==> src/flash_emu_pkg.sv <==
package flash_emu_pkg;

    // Word address on a parallel port, 128K words of 16 bits.
    typedef logic [16:0] word_addr_t;

    // Byte address in the serial flash.
    typedef logic [23:0] flash_addr_t;

    // One data word as presented on a parallel port.
    typedef logic [15:0] flash_word_t;

    // Serial flash read command, followed by a 24-bit address.
    localparam logic [7:0] read_opcode = 8'h03;

    // The reader sends the command frame, then clocks in data and
    // raises chip-select in finish before reporting the word.
    typedef enum logic [1:0] {
        rd_idle,
        rd_command,
        rd_data,
        rd_finish
    } reader_state_t;

endpackage
==> src/flash_emu_top.sv <==
`timescale 1ns/1ps

module flash_emu_top import flash_emu_pkg::*; #(
    parameter flash_addr_t PORT0_BASE = 24'h7E0000,
    parameter flash_addr_t PORT1_BASE = 24'h100000,
    parameter int          SCK_DIV_LOG2 = 1
) (
    input  logic        SIM_CLK,
    input  logic        reset,
    input  logic        ce0_n,
    input  logic        oe0_n,
    input  word_addr_t  addr0,
    output flash_word_t dq0,
    output logic        dq0_oe,
    output logic        ready0,
    input  logic        ce1_n,
    input  logic        oe1_n,
    input  word_addr_t  addr1,
    output flash_word_t dq1,
    output logic        dq1_oe,
    output logic        ready1,
    output logic        spi_cs_n,
    output logic        spi_sck,
    output logic        spi_mosi,
    input  logic        spi_miso
);

    logic        req0;
    logic        req1;
    flash_addr_t req_addr0;
    flash_addr_t req_addr1;
    logic        done0;
    logic        done1;
    flash_word_t word0;
    flash_word_t word1;
    logic        start;
    flash_addr_t rd_addr;
    logic        rd_done;
    flash_word_t rd_word;

    rom_port #(
        .BASE(PORT0_BASE)
    ) port0_i (
        .SIM_CLK  (SIM_CLK),
        .reset    (reset),
        .ce_n     (ce0_n),
        .oe_n     (oe0_n),
        .addr     (addr0),
        .dq       (dq0),
        .dq_oe    (dq0_oe),
        .ready    (ready0),
        .req      (req0),
        .req_addr (req_addr0),
        .done     (done0),
        .word     (word0)
    );

    rom_port #(
        .BASE(PORT1_BASE)
    ) port1_i (
        .SIM_CLK  (SIM_CLK),
        .reset    (reset),
        .ce_n     (ce1_n),
        .oe_n     (oe1_n),
        .addr     (addr1),
        .dq       (dq1),
        .dq_oe    (dq1_oe),
        .ready    (ready1),
        .req      (req1),
        .req_addr (req_addr1),
        .done     (done1),
        .word     (word1)
    );

    flash_arbiter flash_arbiter_i (
        .SIM_CLK   (SIM_CLK),
        .reset     (reset),
        .req0      (req0),
        .req1      (req1),
        .req_addr0 (req_addr0),
        .req_addr1 (req_addr1),
        .done0     (done0),
        .done1     (done1),
        .word0     (word0),
        .word1     (word1),
        .start     (start),
        .addr      (rd_addr),
        .rd_done   (rd_done),
        .rd_word   (rd_word)
    );

    spi_flash_reader #(
        .SCK_DIV_LOG2(SCK_DIV_LOG2)
    ) spi_flash_reader_i (
        .SIM_CLK  (SIM_CLK),
        .reset    (reset),
        .start    (start),
        .addr     (rd_addr),
        .done     (rd_done),
        .word     (rd_word),
        .spi_cs_n (spi_cs_n),
        .spi_sck  (spi_sck),
        .spi_mosi (spi_mosi),
        .spi_miso (spi_miso)
    );

endmodule

==> src/spi_flash_reader.sv <==
`timescale 1ns/1ps

module spi_flash_reader import flash_emu_pkg::*; #(
    parameter int SCK_DIV_LOG2 = 1
) (
    input  logic        SIM_CLK,
    input  logic        reset,
    input  logic        start,
    input  flash_addr_t addr,
    output logic        done,
    output flash_word_t word,
    output logic        spi_cs_n,
    output logic        spi_sck,
    output logic        spi_mosi,
    input  logic        spi_miso
);

    // One SPI clock period spans 2**(SCK_DIV_LOG2 + 1) system clocks.
    localparam int CNT_W = SCK_DIV_LOG2 + 1;
    localparam logic [CNT_W-1:0] RISE_AT = CNT_W'((2 ** SCK_DIV_LOG2) - 1);
    localparam logic [CNT_W-1:0] FALL_AT = CNT_W'((2 ** CNT_W) - 1);
    localparam logic [4:0] CMD_LAST = 5'd31;
    localparam logic [4:0] DATA_LAST = 5'd15;

    reader_state_t    state;
    logic [CNT_W-1:0] div_cnt;
    logic [CNT_W-1:0] div_next;
    logic [4:0]       bit_cnt;
    logic [31:0]      tx_shift;
    flash_word_t      rx_shift;
    logic             sck_rise;
    logic             sck_fall;

    // The top bit of the divider is the SPI clock itself.
    assign div_next = div_cnt + 1'b1;
    assign sck_rise = (div_cnt == RISE_AT);
    assign sck_fall = (div_cnt == FALL_AT);

    always_ff @(posedge SIM_CLK) begin
        if (reset) begin
            state    <= rd_idle;
            spi_cs_n <= 1'b1;
            spi_sck  <= 1'b0;
            spi_mosi <= 1'b0;
            done     <= 1'b0;
            div_cnt  <= '0;
            bit_cnt  <= '0;
        end else begin
            done <= 1'b0;
            case (state)
                rd_idle: begin
                    if (start) begin
                        spi_cs_n <= 1'b0;
                        // Mode 0 needs the first bit in place before the first rising edge.
                        spi_mosi <= read_opcode[7];
                        div_cnt  <= '0;
                        bit_cnt  <= '0;
                        state    <= rd_command;
                    end
                end
                rd_command: begin
                    div_cnt <= div_next;
                    spi_sck <= div_next[CNT_W-1];
                    if (sck_fall) begin
                        if (bit_cnt == CMD_LAST) begin
                            bit_cnt  <= '0;
                            spi_mosi <= 1'b0;
                            state    <= rd_data;
                        end else begin
                            bit_cnt  <= bit_cnt + 1'b1;
                            spi_mosi <= tx_shift[30];
                        end
                    end
                end
                rd_data: begin
                    div_cnt <= div_next;
                    spi_sck <= div_next[CNT_W-1];
                    if (sck_fall) begin
                        if (bit_cnt == DATA_LAST) begin
                            // Chip-select goes high with the last falling edge.
                            spi_cs_n <= 1'b1;
                            state    <= rd_finish;
                        end else begin
                            bit_cnt <= bit_cnt + 1'b1;
                        end
                    end
                end
                rd_finish: begin
                    done  <= 1'b1;
                    state <= rd_idle;
                end
                default: begin
                    state <= rd_idle;
                end
            endcase
        end
    end

    // The flash shifts data out on the falling edge, so it is stable at the rise.
    always_ff @(posedge SIM_CLK) begin
        if (state == rd_idle && start) begin
            tx_shift <= {read_opcode, addr};
        end else if (state == rd_command && sck_fall) begin
            tx_shift <= {tx_shift[30:0], 1'b0};
        end
        if (state == rd_data && sck_rise) begin
            rx_shift <= {rx_shift[14:0], spi_miso};
        end
        if (state == rd_finish) begin
            word <= rx_shift;
        end
    end

endmodule

==> src/flash_arbiter.sv <==
`timescale 1ns/1ps

module flash_arbiter import flash_emu_pkg::*; (
    input  logic        SIM_CLK,
    input  logic        reset,
    input  logic        req0,
    input  logic        req1,
    input  flash_addr_t req_addr0,
    input  flash_addr_t req_addr1,
    output logic        done0,
    output logic        done1,
    output flash_word_t word0,
    output flash_word_t word1,
    output logic        start,
    output flash_addr_t addr,
    input  logic        rd_done,
    input  flash_word_t rd_word
);

    logic        pend0;
    logic        pend1;
    flash_addr_t addr0_q;
    flash_addr_t addr1_q;
    logic        busy;
    logic        owner;
    logic        want0;
    logic        want1;
    logic        free;
    logic        issue;
    logic        pick;
    flash_addr_t pick_addr;

    // A request arriving this cycle counts at once, saving a cycle.
    assign want0 = pend0 | req0;
    assign want1 = pend1 | req1;

    // The reader is idle again in the cycle that carries its done pulse.
    assign free  = ~busy | rd_done;
    assign issue = free & (want0 | want1);

    // Owner also remembers the port served last, which loses a tie.
    assign pick = (want0 & want1) ? ~owner : want1;

    always_comb begin
        if (pick) begin
            pick_addr = pend1 ? addr1_q : req_addr1;
        end else begin
            pick_addr = pend0 ? addr0_q : req_addr0;
        end
    end

    always_ff @(posedge SIM_CLK) begin
        if (reset) begin
            pend0 <= 1'b0;
            pend1 <= 1'b0;
            busy  <= 1'b0;
            owner <= 1'b1;
            start <= 1'b0;
            done0 <= 1'b0;
            done1 <= 1'b0;
        end else begin
            start <= issue;
            done0 <= rd_done & ~owner;
            done1 <= rd_done & owner;
            pend0 <= want0 & ~(issue & ~pick);
            pend1 <= want1 & ~(issue & pick);
            if (issue) begin
                busy  <= 1'b1;
                owner <= pick;
            end else if (rd_done) begin
                busy <= 1'b0;
            end
        end
    end

    always_ff @(posedge SIM_CLK) begin
        if (req0) begin
            addr0_q <= req_addr0;
        end
        if (req1) begin
            addr1_q <= req_addr1;
        end
        if (issue) begin
            addr <= pick_addr;
        end
        if (rd_done && !owner) begin
            word0 <= rd_word;
        end
        if (rd_done && owner) begin
            word1 <= rd_word;
        end
    end

endmodule

==> src/rom_port.sv <==
`timescale 1ns/1ps

module rom_port import flash_emu_pkg::*; #(
    parameter flash_addr_t BASE = 24'h000000
) (
    input  logic        SIM_CLK,
    input  logic        reset,
    input  logic        ce_n,
    input  logic        oe_n,
    input  word_addr_t  addr,
    output flash_word_t dq,
    output logic        dq_oe,
    output logic        ready,
    output logic        req,
    output flash_addr_t req_addr,
    input  logic        done,
    input  flash_word_t word
);

    typedef enum logic [1:0] {
        port_idle,
        port_wait,
        port_hold
    } port_state_t;

    port_state_t state;
    flash_word_t word_q;
    logic        oe_q;
    logic        select;
    logic        capture;

    // A select seen while idle starts exactly one flash read.
    assign select  = (state == port_idle) && !ce_n;
    assign capture = (state == port_wait) && done;

    assign dq    = word_q;
    assign dq_oe = ready & oe_q;

    always_ff @(posedge SIM_CLK) begin
        if (reset) begin
            state <= port_idle;
            ready <= 1'b0;
            req   <= 1'b0;
            oe_q  <= 1'b0;
        end else begin
            oe_q <= ~oe_n;
            req  <= select;
            case (state)
                port_idle: begin
                    if (!ce_n) begin
                        state <= port_wait;
                    end
                end
                port_wait: begin
                    if (done) begin
                        ready <= 1'b1;
                        state <= port_hold;
                    end
                end
                port_hold: begin
                    // The word stays on the bus until chip-enable is released.
                    if (ce_n) begin
                        ready <= 1'b0;
                        state <= port_idle;
                    end
                end
                default: begin
                    state <= port_idle;
                end
            endcase
        end
    end

    // Each word is two bytes in the serial flash, so the word address is doubled.
    always_ff @(posedge SIM_CLK) begin
        if (select) begin
            req_addr <= BASE + flash_addr_t'({addr, 1'b0});
        end
        if (capture) begin
            word_q <= word;
        end
    end

endmodule

==> config.mk <==
export PLATFORM = sky130hd
export DESIGN_NAME = flash_emu_top
export DESIGN_NICKNAME = d
export VERILOG_FILES = /design/src/flash_emu_pkg.sv /design/src/flash_emu_top.sv /design/src/spi_flash_reader.sv /design/src/flash_arbiter.sv /design/src/rom_port.sv
export SDC_FILE = /design/constraint.sdc
export NUM_CORES = 1
export LEC_CHECK = 0
export BUFFER_PORTS_ARGS = -buffer_cell sky130_fd_sc_hd__buf_2
export CORE_UTILIZATION = 60
export DETAILED_ROUTE_END_ITERATION = 7
export PLACE_DENSITY_LB_ADDON = 0.05
export RECOVER_POWER = 25
export REMOVE_ABC_BUFFERS = 1
export SYNTH_ARGS = -nofsm -noshare
export SYNTH_HDL_FRONTEND = slang
export SYNTH_SLANG_ARGS = --single-unit
export TNS_END_PERCENT = 1
==> constraint.sdc <==
create_clock -name SIM_CLK -period 4.55 [get_ports SIM_CLK]
set_input_delay 0.91 -clock SIM_CLK [delete_from_list [all_inputs] [get_ports SIM_CLK]]
set_output_delay 0.91 -clock SIM_CLK [all_outputs]
set_load 0.02 [all_outputs]
* Word-level counts from Yosys, hierarchy flattened
Index checks and enable logic that the tools add are counted.
** Storage, ports and cells
- Bits in registers :: 277
- Input port bits :: 41
- Output and inout port bits :: 39
- Word-level logic and storage cells :: 160
** Operators by class
- Add/sub/neg operators :: 4
- Equal/unequal tests :: 23
- Mux-type cells :: 44
- Bitwise gates (word level) :: 21
- Reduce and logical (&&, ||, !) cells :: 33
** Operator list (number)
- 24-bit two-way mux :: 5
- 5-bit two-way mux :: 5
- 23-bit by 18-bit adder with 24-bit output, first input constant :: 1
- 2-bit two-way mux :: 12
- 21-bit by 18-bit adder with 22-bit output, first input constant :: 1
- 5-bit one-hot mux with 3 select lines :: 1
- 3-bit AND reduction :: 5
- 2-bit nonzero test :: 7
- 1-bit two-way mux :: 13
- 2-bit by 1-bit inequality test with 1-bit output, second input constant :: 6
- 2-bit inequality test, second input constant :: 6
- 2-bit one-hot mux with 3 select lines :: 2
- 1-bit AND :: 10
- 2-bit equality test, second input constant :: 5
- 5-bit AND reduction :: 2
- 1-bit logical AND :: 9
- 2-bit by 1-bit equality test with 1-bit output, second input constant :: 4
- 1-bit one-hot mux with 2 select lines :: 4
- 2-bit one-hot mux with 4 select lines :: 1
- 1-bit inverter :: 7
- 2-bit logical NOT :: 3
- 5-bit by 1-bit adder with 5-bit output, second input constant :: 1
- 5-bit by 4-bit equality test with 1-bit output, second input constant :: 1
- 5-bit equality test, second input constant :: 1
- other kinds (8) :: 13

* Depth between registers and ports, before layout
Gate-level depths: netlist (run 1).
- Depth after elaboration :: 7
- Mapped depth :: 7
- Depth with buffers taken out :: 7

* Modules after synthesis
From an unflattened synthesis (run 1), not the netlist that was laid out.
** Second synthesis, totals
- Cells, all modules :: 587
- Area total of the unflattened synthesis :: 9780.6 sq um
** Modules (own cells, without submodules)
- flash_arbiter :: instances 1, cells each 209, area each 4217.8 sq um, sequential area each 3263.1 sq um
- spi_flash_reader :: instances 1, cells each 256, area each 3035.4 sq um, sequential area each 2082.0 sq um
- rom_port at port0_i :: instances 1, cells each 61, area each 1275.0 sq um, sequential area each 1121.1 sq um
- rom_port at port1_i :: instances 1, cells each 61, area each 1252.5 sq um, sequential area each 1091.0 sq um

* Least setup slack after synthesis (run 1)
OpenSTA, ideal clock, no wires.
- Kind :: input -> register
- Start point :: in ce0_n
- End point :: reg port0_i.req_addr[10], enable pin
- Setup time :: 0.416 ns
- Data arrival time :: 2.178 ns
- Required time :: 4.134 ns
- Setup slack :: 1.957 ns
- Stages :: 1
- Path buffers :: 0
- Cell sequence :: nor3_1
** On the way
- Longest elaborated chain between the ends :: 2
** Ends and longest elaborated chain
- start: declaration :: RTL line flash_emu_top.sv:10 : input logic ce0_n,
- 1-bit logical NOT :: RTL line rom_port.sv:33 : assign select = (state == port_idle) && !ce_n;
- 1-bit logical AND :: RTL line rom_port.sv:33
- end signal: assignment :: RTL line rom_port.sv:77 : req_addr <= BASE + flash_addr_t'({addr, 1'b0});
- end: declaration :: RTL line rom_port.sv:15 : output flash_addr_t req_addr,
Every way passes these cells.
A chain may end at the register's enable or synchronous reset.

* Worst setup path in the final report (run 1)
- Start point :: reg spi_flash_reader_i.state[0]
- End point :: reg spi_flash_reader_i.tx_shift[8], enable pin
** On the way
- Longest elaborated chain between the ends :: 3
- Elaborated cells between the ends (all ways) :: 5
- Those cells by class :: eq/ne: 1; reduce/logical: 4
** Ends and longest elaborated chain
- start: declaration :: RTL line spi_flash_reader.sv:25 : reader_state_t state;
- start signal: assignment :: RTL line spi_flash_reader.sv:41 : state <= rd_idle;
- start signal: assignment :: RTL line spi_flash_reader.sv:58 : state <= rd_command;
- start signal: assignment :: RTL line spi_flash_reader.sv:68 : state <= rd_data;
- 2-bit by 1-bit equality test with 1-bit output / 2-bit logical NOT (equally long branches) :: RTL line spi_flash_reader.sv:103, spi_flash_reader.sv:101
- 1-bit logical AND (on tied branches) :: RTL line spi_flash_reader.sv:103, spi_flash_reader.sv:101
- 2-bit nonzero test (no source line) (*)
- end signal: assignment :: RTL line spi_flash_reader.sv:102 : tx_shift <= {read_opcode, addr};
- end signal: assignment :: RTL line spi_flash_reader.sv:104 : tx_shift <= {tx_shift[30:0], 1'b0};
- end: declaration :: RTL line spi_flash_reader.sv:29 : logic [31:0] tx_shift;
Mark *: on every way between the ends. The rest lies on a longest branch, timed or not.

==> qor.csv, run 1 <==
stage;metric;value;unit
floorplan;Row Count;43;
route;# DRC;0;
floorplan;DIE WIDTH;123;um
pwr;power density over the cells;483;mW/mm^2
logic_synthesis;Synth Area in Compound Gates;0.0636;
min_path;worst hold path type;register to register;
grt;Total GRT Usage;0.184;
finish;final core occ;0.716;
worst_setup_path;slowest stage delay, CP;0.79;ns
clock_tree;TritonCTS clock tree;yes;
route;Post-Route WL;13.3;mm
worst_setup_path;CP max FO;26;
timing;f_max;383;MHz
pwr;Logic pwr share;0.080;
logic_synthesis;number of synthesized flops with an enable pin;209;
logic_synthesis;Async SR Flop Fraction;0;
grt;largest net degree at the start of global routing;37;
logic_synthesis;ranking of synthesized cells by area;edfxtp_1 (72%), dfxtp_1 (8.4%), nand2_1 (3.3%);
timing;RSZ-0062 raised after global routing;no;
worst_setup_path;worst-path cell chain;inv_1, ha_1, nand2_1, nand2_1;
floorplan;IO Count;80;
logic_synthesis;Synth Area in Adders;0.0128;
timing;max-slew violations;0;
pwr;part of the power in registers;0.540;
timing;Setup-failing EPs final;0;
logic_synthesis;Yosys cell types;50;
worst_setup_path;CP bufs+invs;1;
route;vias per std cell;5.38;
finish;ratio of cells with drive above 1 in the final layout;0.201;
finish;Non-Filler Instances;832;
timing;Setup TNS Final;0;ns
worst_setup_path;CP required;4.57;ns
clock_tree;clock-pin slew on the worst setup and hold paths;0.06;ns
route;vias;4478;
clock_tree;CTS root buf;clkbuf_16;
pwr;P_sw;1.08;mW
grt;Overflow after GRT;0;
pwr;Leakage;3.60;nW
logic_synthesis;Synth Cell Area;0.00877;sq mm
clock_tree;number of CTS-inserted buffers;24;
finish;final net count;684;
worst_setup_path;arrival time worst endpoint;2.63;ns
grt;antenna violations before repair;0;
pwr;Cell Int Power;3.80;mW
worst_setup_path;Worst setup EP type;register;
logic_synthesis;ys flop type;edfxtp_1;
logic_synthesis;register area share after synthesis;0.800;
worst_setup_path;CP Class;register to register;
route;routed wire length per instance;16.0;um
floorplan;core area;0.0141;sq mm
flow_run;Max-Cap Viols;0;
route;Initial DRT Pass Iterations;4;
route;initial drt markers;229;
clock_tree;PostCTS Resize Cnt;0;
logic_synthesis;largest family of logic cells by synthesized area;simple AND/OR/NAND/NOR gates;
floorplan;die area;0.0151;sq mm
floorplan;Die Span Y;123;um
timing;Rel. slew slack;0.199;
logic_synthesis;top cell type's share of synthesized area;0.715;
worst_setup_path;CP Launch Type;register;
finish;antenna fix cells;0;
logic_synthesis;Synth top cells by count;edfxtp_1 (209), nand2_1 (78), dfxtp_1 (37), a21oi_1 (31), nor2b_1 (24);
timing;Worst-Margin Slew;1.20;ns
finish;synth-to-layout area growth;15.1;%
logic_synthesis;post-synthesis mux area share;0.0228;
clock_tree;H-Tree Depth;1;
logic_synthesis;post-synthesis xor/xnor area fraction;0;
pwr;VDD IR max;0.000353;V
placed_design;gpl congestion;0.744;
logic_synthesis;Syn Inst Count;543;
worst_setup_path;Most common cell on crit path;nand2_1;
status;status;complete, no violations;
placed_design;dpl hpwl;8.34;mm
grt;first-pass GRT wire length;21.1;mm
clock_tree;clock tree buffer depth;3;
logic_synthesis;count leader, synth;edfxtp_1;
clock_tree;worst skew pair latency;0.50;ns
logic_synthesis;Mean Syn Cell Area;16.2;sq um
clock_tree;Post-CTS Setup Bufs;0;
worst_setup_path;critical path's slowest cell;nand2_1;
pwr;clock share of power;0.380;
timing;period utilization;0.574;
timing;Tmin final;2.61;ns
logic_synthesis;cell taking the most area after synthesis;edfxtp_1;
pwr;Sw Share;0.221;
logic_synthesis;Simple-Gate Fraction of Synth Area;0.0854;
clock_tree;CTS Hold Bufs;0;
timing;clk_skew;0.00613;ns
floorplan;Initial Util;0.622;
clock_tree;CTS Sinks;246;
timing;hold_ws;0.415;ns
pwr;Final Power;4.88;mW
placed_design;Port Buffer Count;79;
logic_synthesis;Yosys warning count;0;
timing;Final Hold Viols;0;
route;DRT antenna net count;0;
placed_design;Cells after DPL;788;
logic_synthesis;FF+latch count, synth;246;
worst_setup_path;delay-heaviest family, CP;simple AND/OR/NAND/NOR gates;
grt;vias in the first global route;4243;
## final timing paths
path         slack (ns)                             end                         from  cells past startpoint
min                0.42                   port0_i.dq[9]     flash_arbiter_i.word0[9]                      0
min reg2reg        0.42                   port0_i.dq[9]     flash_arbiter_i.word0[9]                      0
max reg2reg        1.94  spi_flash_reader_i.tx_shift[8]  spi_flash_reader_i.state[0]                      4
max                1.94  spi_flash_reader_i.tx_shift[8]  spi_flash_reader_i.state[0]                      4
## worst register-to-register path, cell delays in order (launching register included)
cell,delay [ns]
dfxtp_1,0.38
inv_1,0.08
ha_1,0.28
nand2_1,0.60
nand2_1,0.79
## area by class of cell
type / count / area [sq um]
clock buffers: 34 / 669
clock inverters: 10 / 73.8
inverters: 10 / 37.5
fillers: 915 / 4000
multi-input cells: 267 / 1630
repair buffers: 85 / 440
flip-flops and latches: 246 / 7020
well taps: 180 / 225
## layout by cell type, fill, tap and decap left out, types with 3 or more instances in the layout
cell type and instances:
buf_4 6, buf_2 79, o22ai_1 3, nor2b_1 24, edfxtp_1 209, mux2i_1 20
nand4_1 3, clkinv_2 4, and3_1 3, nand2b_1 3, clkbuf_16 25, nand3_1 3
ha_1 9, nand2_1 78, nor2_1 23, a21o_1 4, a211oi_1 20, dfxtp_1 37
clkinv_1 4, o21ai_1 4, inv_1 9, a21oi_1 31, clkbuf_1 8, and2_1 5
## per-stage QoR
step / worst slack, ns / area (sq um)
floorplan: 1.96 / 8670
global placement: 2.03 / 9350
detailed placement: 1.86 / 9350
CTS: 1.88 / 10100
global route: 1.66 / 10100
finish: 1.94 / 10100
## power groups by stage
stage / clock network, mW / logic [mW] / registers, mW
after floorplan: 0 / 0.276 / 2.67
after global placement: 0 / 0.377 / 2.68
after detailed placement: 0 / 0.396 / 2.68
after CTS: 1.89 / 0.397 / 2.63
after global routing: 1.98 / 0.438 / 2.65
final: 1.85 / 0.393 / 2.63
## sequential cells by signal (all words and copies together) (netlist names), 2 cells and up
register / flops
flash_arbiter_i.word1: 16
flash_arbiter_i.addr0_q: 18
flash_arbiter_i.word0: 16
port1_i.req_addr: 17
port0_i.dq: 16
spi_flash_reader_i.state: 2
spi_flash_reader_i.rx_shift: 16
spi_flash_reader_i.word: 16
spi_flash_reader_i.bit_cnt: 5
port1_i.dq: 16
spi_flash_reader_i.div_cnt: 2
port0_i.req_addr: 18
flash_arbiter_i.addr1_q: 17
flash_arbiter_i.addr: 20
port0_i.state: 2
spi_flash_reader_i.tx_shift: 30
port1_i.state: 2
## cells by family after synthesis
kind of cell | after synthesis
and+or+nand+nor | 158
AOI/OAI and AO/OA | 80
adders and majority gates | 9
DFF | 246
buffers and inverters | 30
muxes | 20
## layer usage
layer	vias up	part of all wire	global-route usage
met4	0	0.017	0.0595
li1	2202	-	-
met3	22	0.049	0.0337
met2	119	0.49	0.303
met5	-	0	0
met1	2135	0.44	0.250
Note: power is estimated with default switching activity, not from simulation.
==> run 2, diff against run 1 <==
- CORE_UTILIZATION: 60 -> 53
- clock period: 4.55 -> 2.35 ns (I/O delays scaled with it)
==> qor.csv, run 2 (synthesized netlist as in run 1, its figures left out) <==
stage;metric;value;unit;change
status;status;complete, no violations;;
grt;met1 usage;0.269;;+0.0194
clock_tree;Post-CTS Setup Bufs;0;;unchanged
placed_design;pre-CTS setup slack;0.525;ns;-1.34 ns
finish;antenna fix cells;0;;unchanged
route;Post-Route WL;15.1;mm;+13%
timing;max-slew violations;0;;unchanged
pwr;clock share of power;0.400;;+0.020
clock_tree;clock tree buffer depth;3;;unchanged
placed_design;Cells after DPL;837;;+6.2%
timing;Setup-failing EPs final;0;;unchanged
clock_tree;H-Tree Depth;1;;unchanged
clock_tree;number of CTS-inserted buffers;25;;+4.2%
grt;vias in the first global route;4494;;+5.9%
grt;GR Util met2;0.268;;-0.0350
worst_setup_path;delay-heaviest family, CP;adder cells;;
worst_setup_path;Worst setup EP type;register;;
clock_tree;PostCTS Resize Cnt;0;;unchanged
floorplan;Row Count;46;;+7.0%
worst_setup_path;CP required;2.69;ns;-1.88 ns
finish;synth-to-layout area growth;17.6;%;
timing;Worst-Margin Slew;1.37;ns;+0.172 ns
finish;commonest non-fill, non-tap cells in the layout;edfxtp_1 (209), nand2_1 (78), buf_2 (77);;
finish;ratio of cells with drive above 1 in the final layout;0.222;;+0.0213
placed_design;Port Buffer Count;79;;unchanged
pwr;VDD IR max;0.000685;V;+94%
route;initial drt markers;302;;+32%
worst_setup_path;RR Endpoint;spi_flash_reader_i.state[1];;
placed_design;Placement Cell Area;0.00949;sq mm;+1.5%
pwr;Cell Int Power;7.67;mW;+100%
clock_tree;CTS Hold Bufs;0;;unchanged
floorplan;Die Span Y;131;um;+6.3%
grt;first-pass GRT wire length;23.3;mm;+10%
timing;clk_skew;0.0105;ns;+0.00440 ns
worst_setup_path;Critical Path Source;spi_flash_reader_i.bit_cnt[0];;
worst_setup_path;CP Launch Type;register;;
worst_setup_path;worst-path cell chain;ha_1, and3_1, ha_1, nand2_1, a221oi_2, mux2i_1, nor2_1;;
clock_tree;clock-pin slew on the worst setup and hold paths;0.06;ns;about the same
grt;Overflow after GRT;0;;unchanged
pwr;Logic pwr share;0.084;;+0.004
worst_setup_path;CP max FO;4;;-85%
pwr;part of the power in registers;0.516;;-0.024
worst_setup_path;worst reg-to-reg path cell count;7;;+3
clock_tree;worst skew pair latency;0.50;ns;about the same
grt;antenna violations before repair;0;;unchanged
timing;Final Hold Viols;0;;unchanged
timing;f_max;531;MHz;+39%
timing;RSZ-0062 raised after global routing;no;;
floorplan;DIE WIDTH;131;um;+6.3%
clock_tree;TritonCTS clock tree;yes;;
grt;GRT Max-Usage Layer;met1;;
pwr;power density over the cells;955;mW/mm^2;+97%
timing;hold_ws;0.115;ns;-0.300 ns
placed_design;gpl congestion;0.809;;+8.8%
worst_setup_path;Critical R2R Launch;spi_flash_reader_i.bit_cnt[0];;
grt;Total GRT Usage;0.181;;-0.00254
worst_setup_path;slowest stage delay, CP;0.37;ns;-0.42 ns
finish;most flop-heavy register;spi_flash_reader_i.tx_shift;;
worst_setup_path;CP Class;register to register;;
pwr;Leakage;3.68;nW;+2.4%
floorplan;core area;0.0160;sq mm;+14%
pwr;P_sw;2.18;mW;+100%
clock_tree;CTS root buf;clkbuf_16;;
finish;final net count;698;;+2.0%
route;Initial DRT Pass Iterations;7;;+3
worst_setup_path;Most common cell on crit path;ha_1;;
finish;Non-Filler Instances;882;;+6.0%
timing;Setup TNS Final;0;ns;unchanged
route;vias;4629;;+3.4%
timing;Rel. slew slack;0.0841;;-0.115
route;# DRC;0;;unchanged
finish;most common cell after layout, fill and taps aside;edfxtp_1;;
worst_setup_path;critical path's slowest cell;dfxtp_1;;
worst_setup_path;Worst setup endpoint;spi_flash_reader_i.state[1];;
timing;worst setup margin;0.466;ns;-1.47 ns
grt;largest net degree at the start of global routing;33;;-11%
clock_tree;CTS Sinks;246;;unchanged
route;DRT antenna net count;0;;unchanged
floorplan;die area;0.0171;sq mm;+13%
worst_setup_path;R2R Setup Slk;0.47;ns;-1.47 ns
finish;final core occ;0.645;;-0.0712
timing;period utilization;0.802;;+0.228
route;routed wire length per instance;17.1;um;+6.6%
worst_setup_path;Crit. path cell count;7;;+3
pwr;Final Power;9.85;mW;+100%
finish;max reg flops;30;;unchanged
flow_run;Max-Cap Viols;0;;unchanged
worst_setup_path;CP bufs+invs;0;;-1
min_path;worst hold path type;input port to register;;
floorplan;IO Count;80;;unchanged
floorplan;Initial Util;0.548;;-0.0741
route;vias per std cell;5.25;;-2.5%
placed_design;dpl hpwl;9.96;mm;+19%
grt;met3 demand-to-capacity share in global routing;0.0371;;+0.00338
finish;biggest regs;spi_flash_reader_i.tx_shift x30, flash_arbiter_i.addr x20;;
timing;Tmin final;1.88;ns;-0.728 ns
finish;post-route cell area;0.0103;sq mm;+2.2%
pwr;Sw Share;0.221;;+0.000403
worst_setup_path;arrival time worst endpoint;2.23;ns;-0.40 ns
## run 2: changes by cell type in the layout (fill, tap and decap cells not counted), sizes merged
cell and change:
bufinv +3, clkinvlp +5, inv -1, buf +11, clkbuf -4
## run 2: power by group through the flow
stage               Sequential, mW  Clock [mW]  Combinational (mW)
finish                        5.08        3.94               0.829
detailed placement            5.18           0               0.824
global placement              5.17           0               0.801
global route                  5.10        4.18               0.908
CTS                           5.08        4.01               0.829
floorplan                     5.17           0               0.535
## run 2: how the worst min path moves through the flow
stage          cells after the start             to                     start  slack, ns
2_1_floorplan                      0  port0_i.dq[0]  flash_arbiter_i.word0[0]       0.40
3_3_place_gp                       0  port1_i.dq[0]  flash_arbiter_i.word1[0]       0.40
3_5_place_dp                       0  port0_i.dq[6]  flash_arbiter_i.word0[6]       0.40
4_1_cts                            2   port1_i.oe_q                     oe1_n       0.09
5_1_grt                            2   port1_i.oe_q                     oe1_n       0.09
6_report                           2   port1_i.oe_q                     oe1_n       0.12
## run 2: layout make-up
cell class | count | area [sq um]
Inverter | 10 | 37.5
Timing Repair Buffer | 98 | 536
Multi-Input combinational cell | 267 | 1630
Clock buffer | 28 | 637
Tap cell | 216 | 270
Clock inverter | 17 | 190
Fill cell | 1218 | 5680
Sequential cell | 246 | 7020
## run 2: routing by layer
metal	vias up	share of wire
met1	2241	0.49
met2	129	0.43
met5	-	0
met3	31	0.051
met4	0	0.028
li1	2228	-
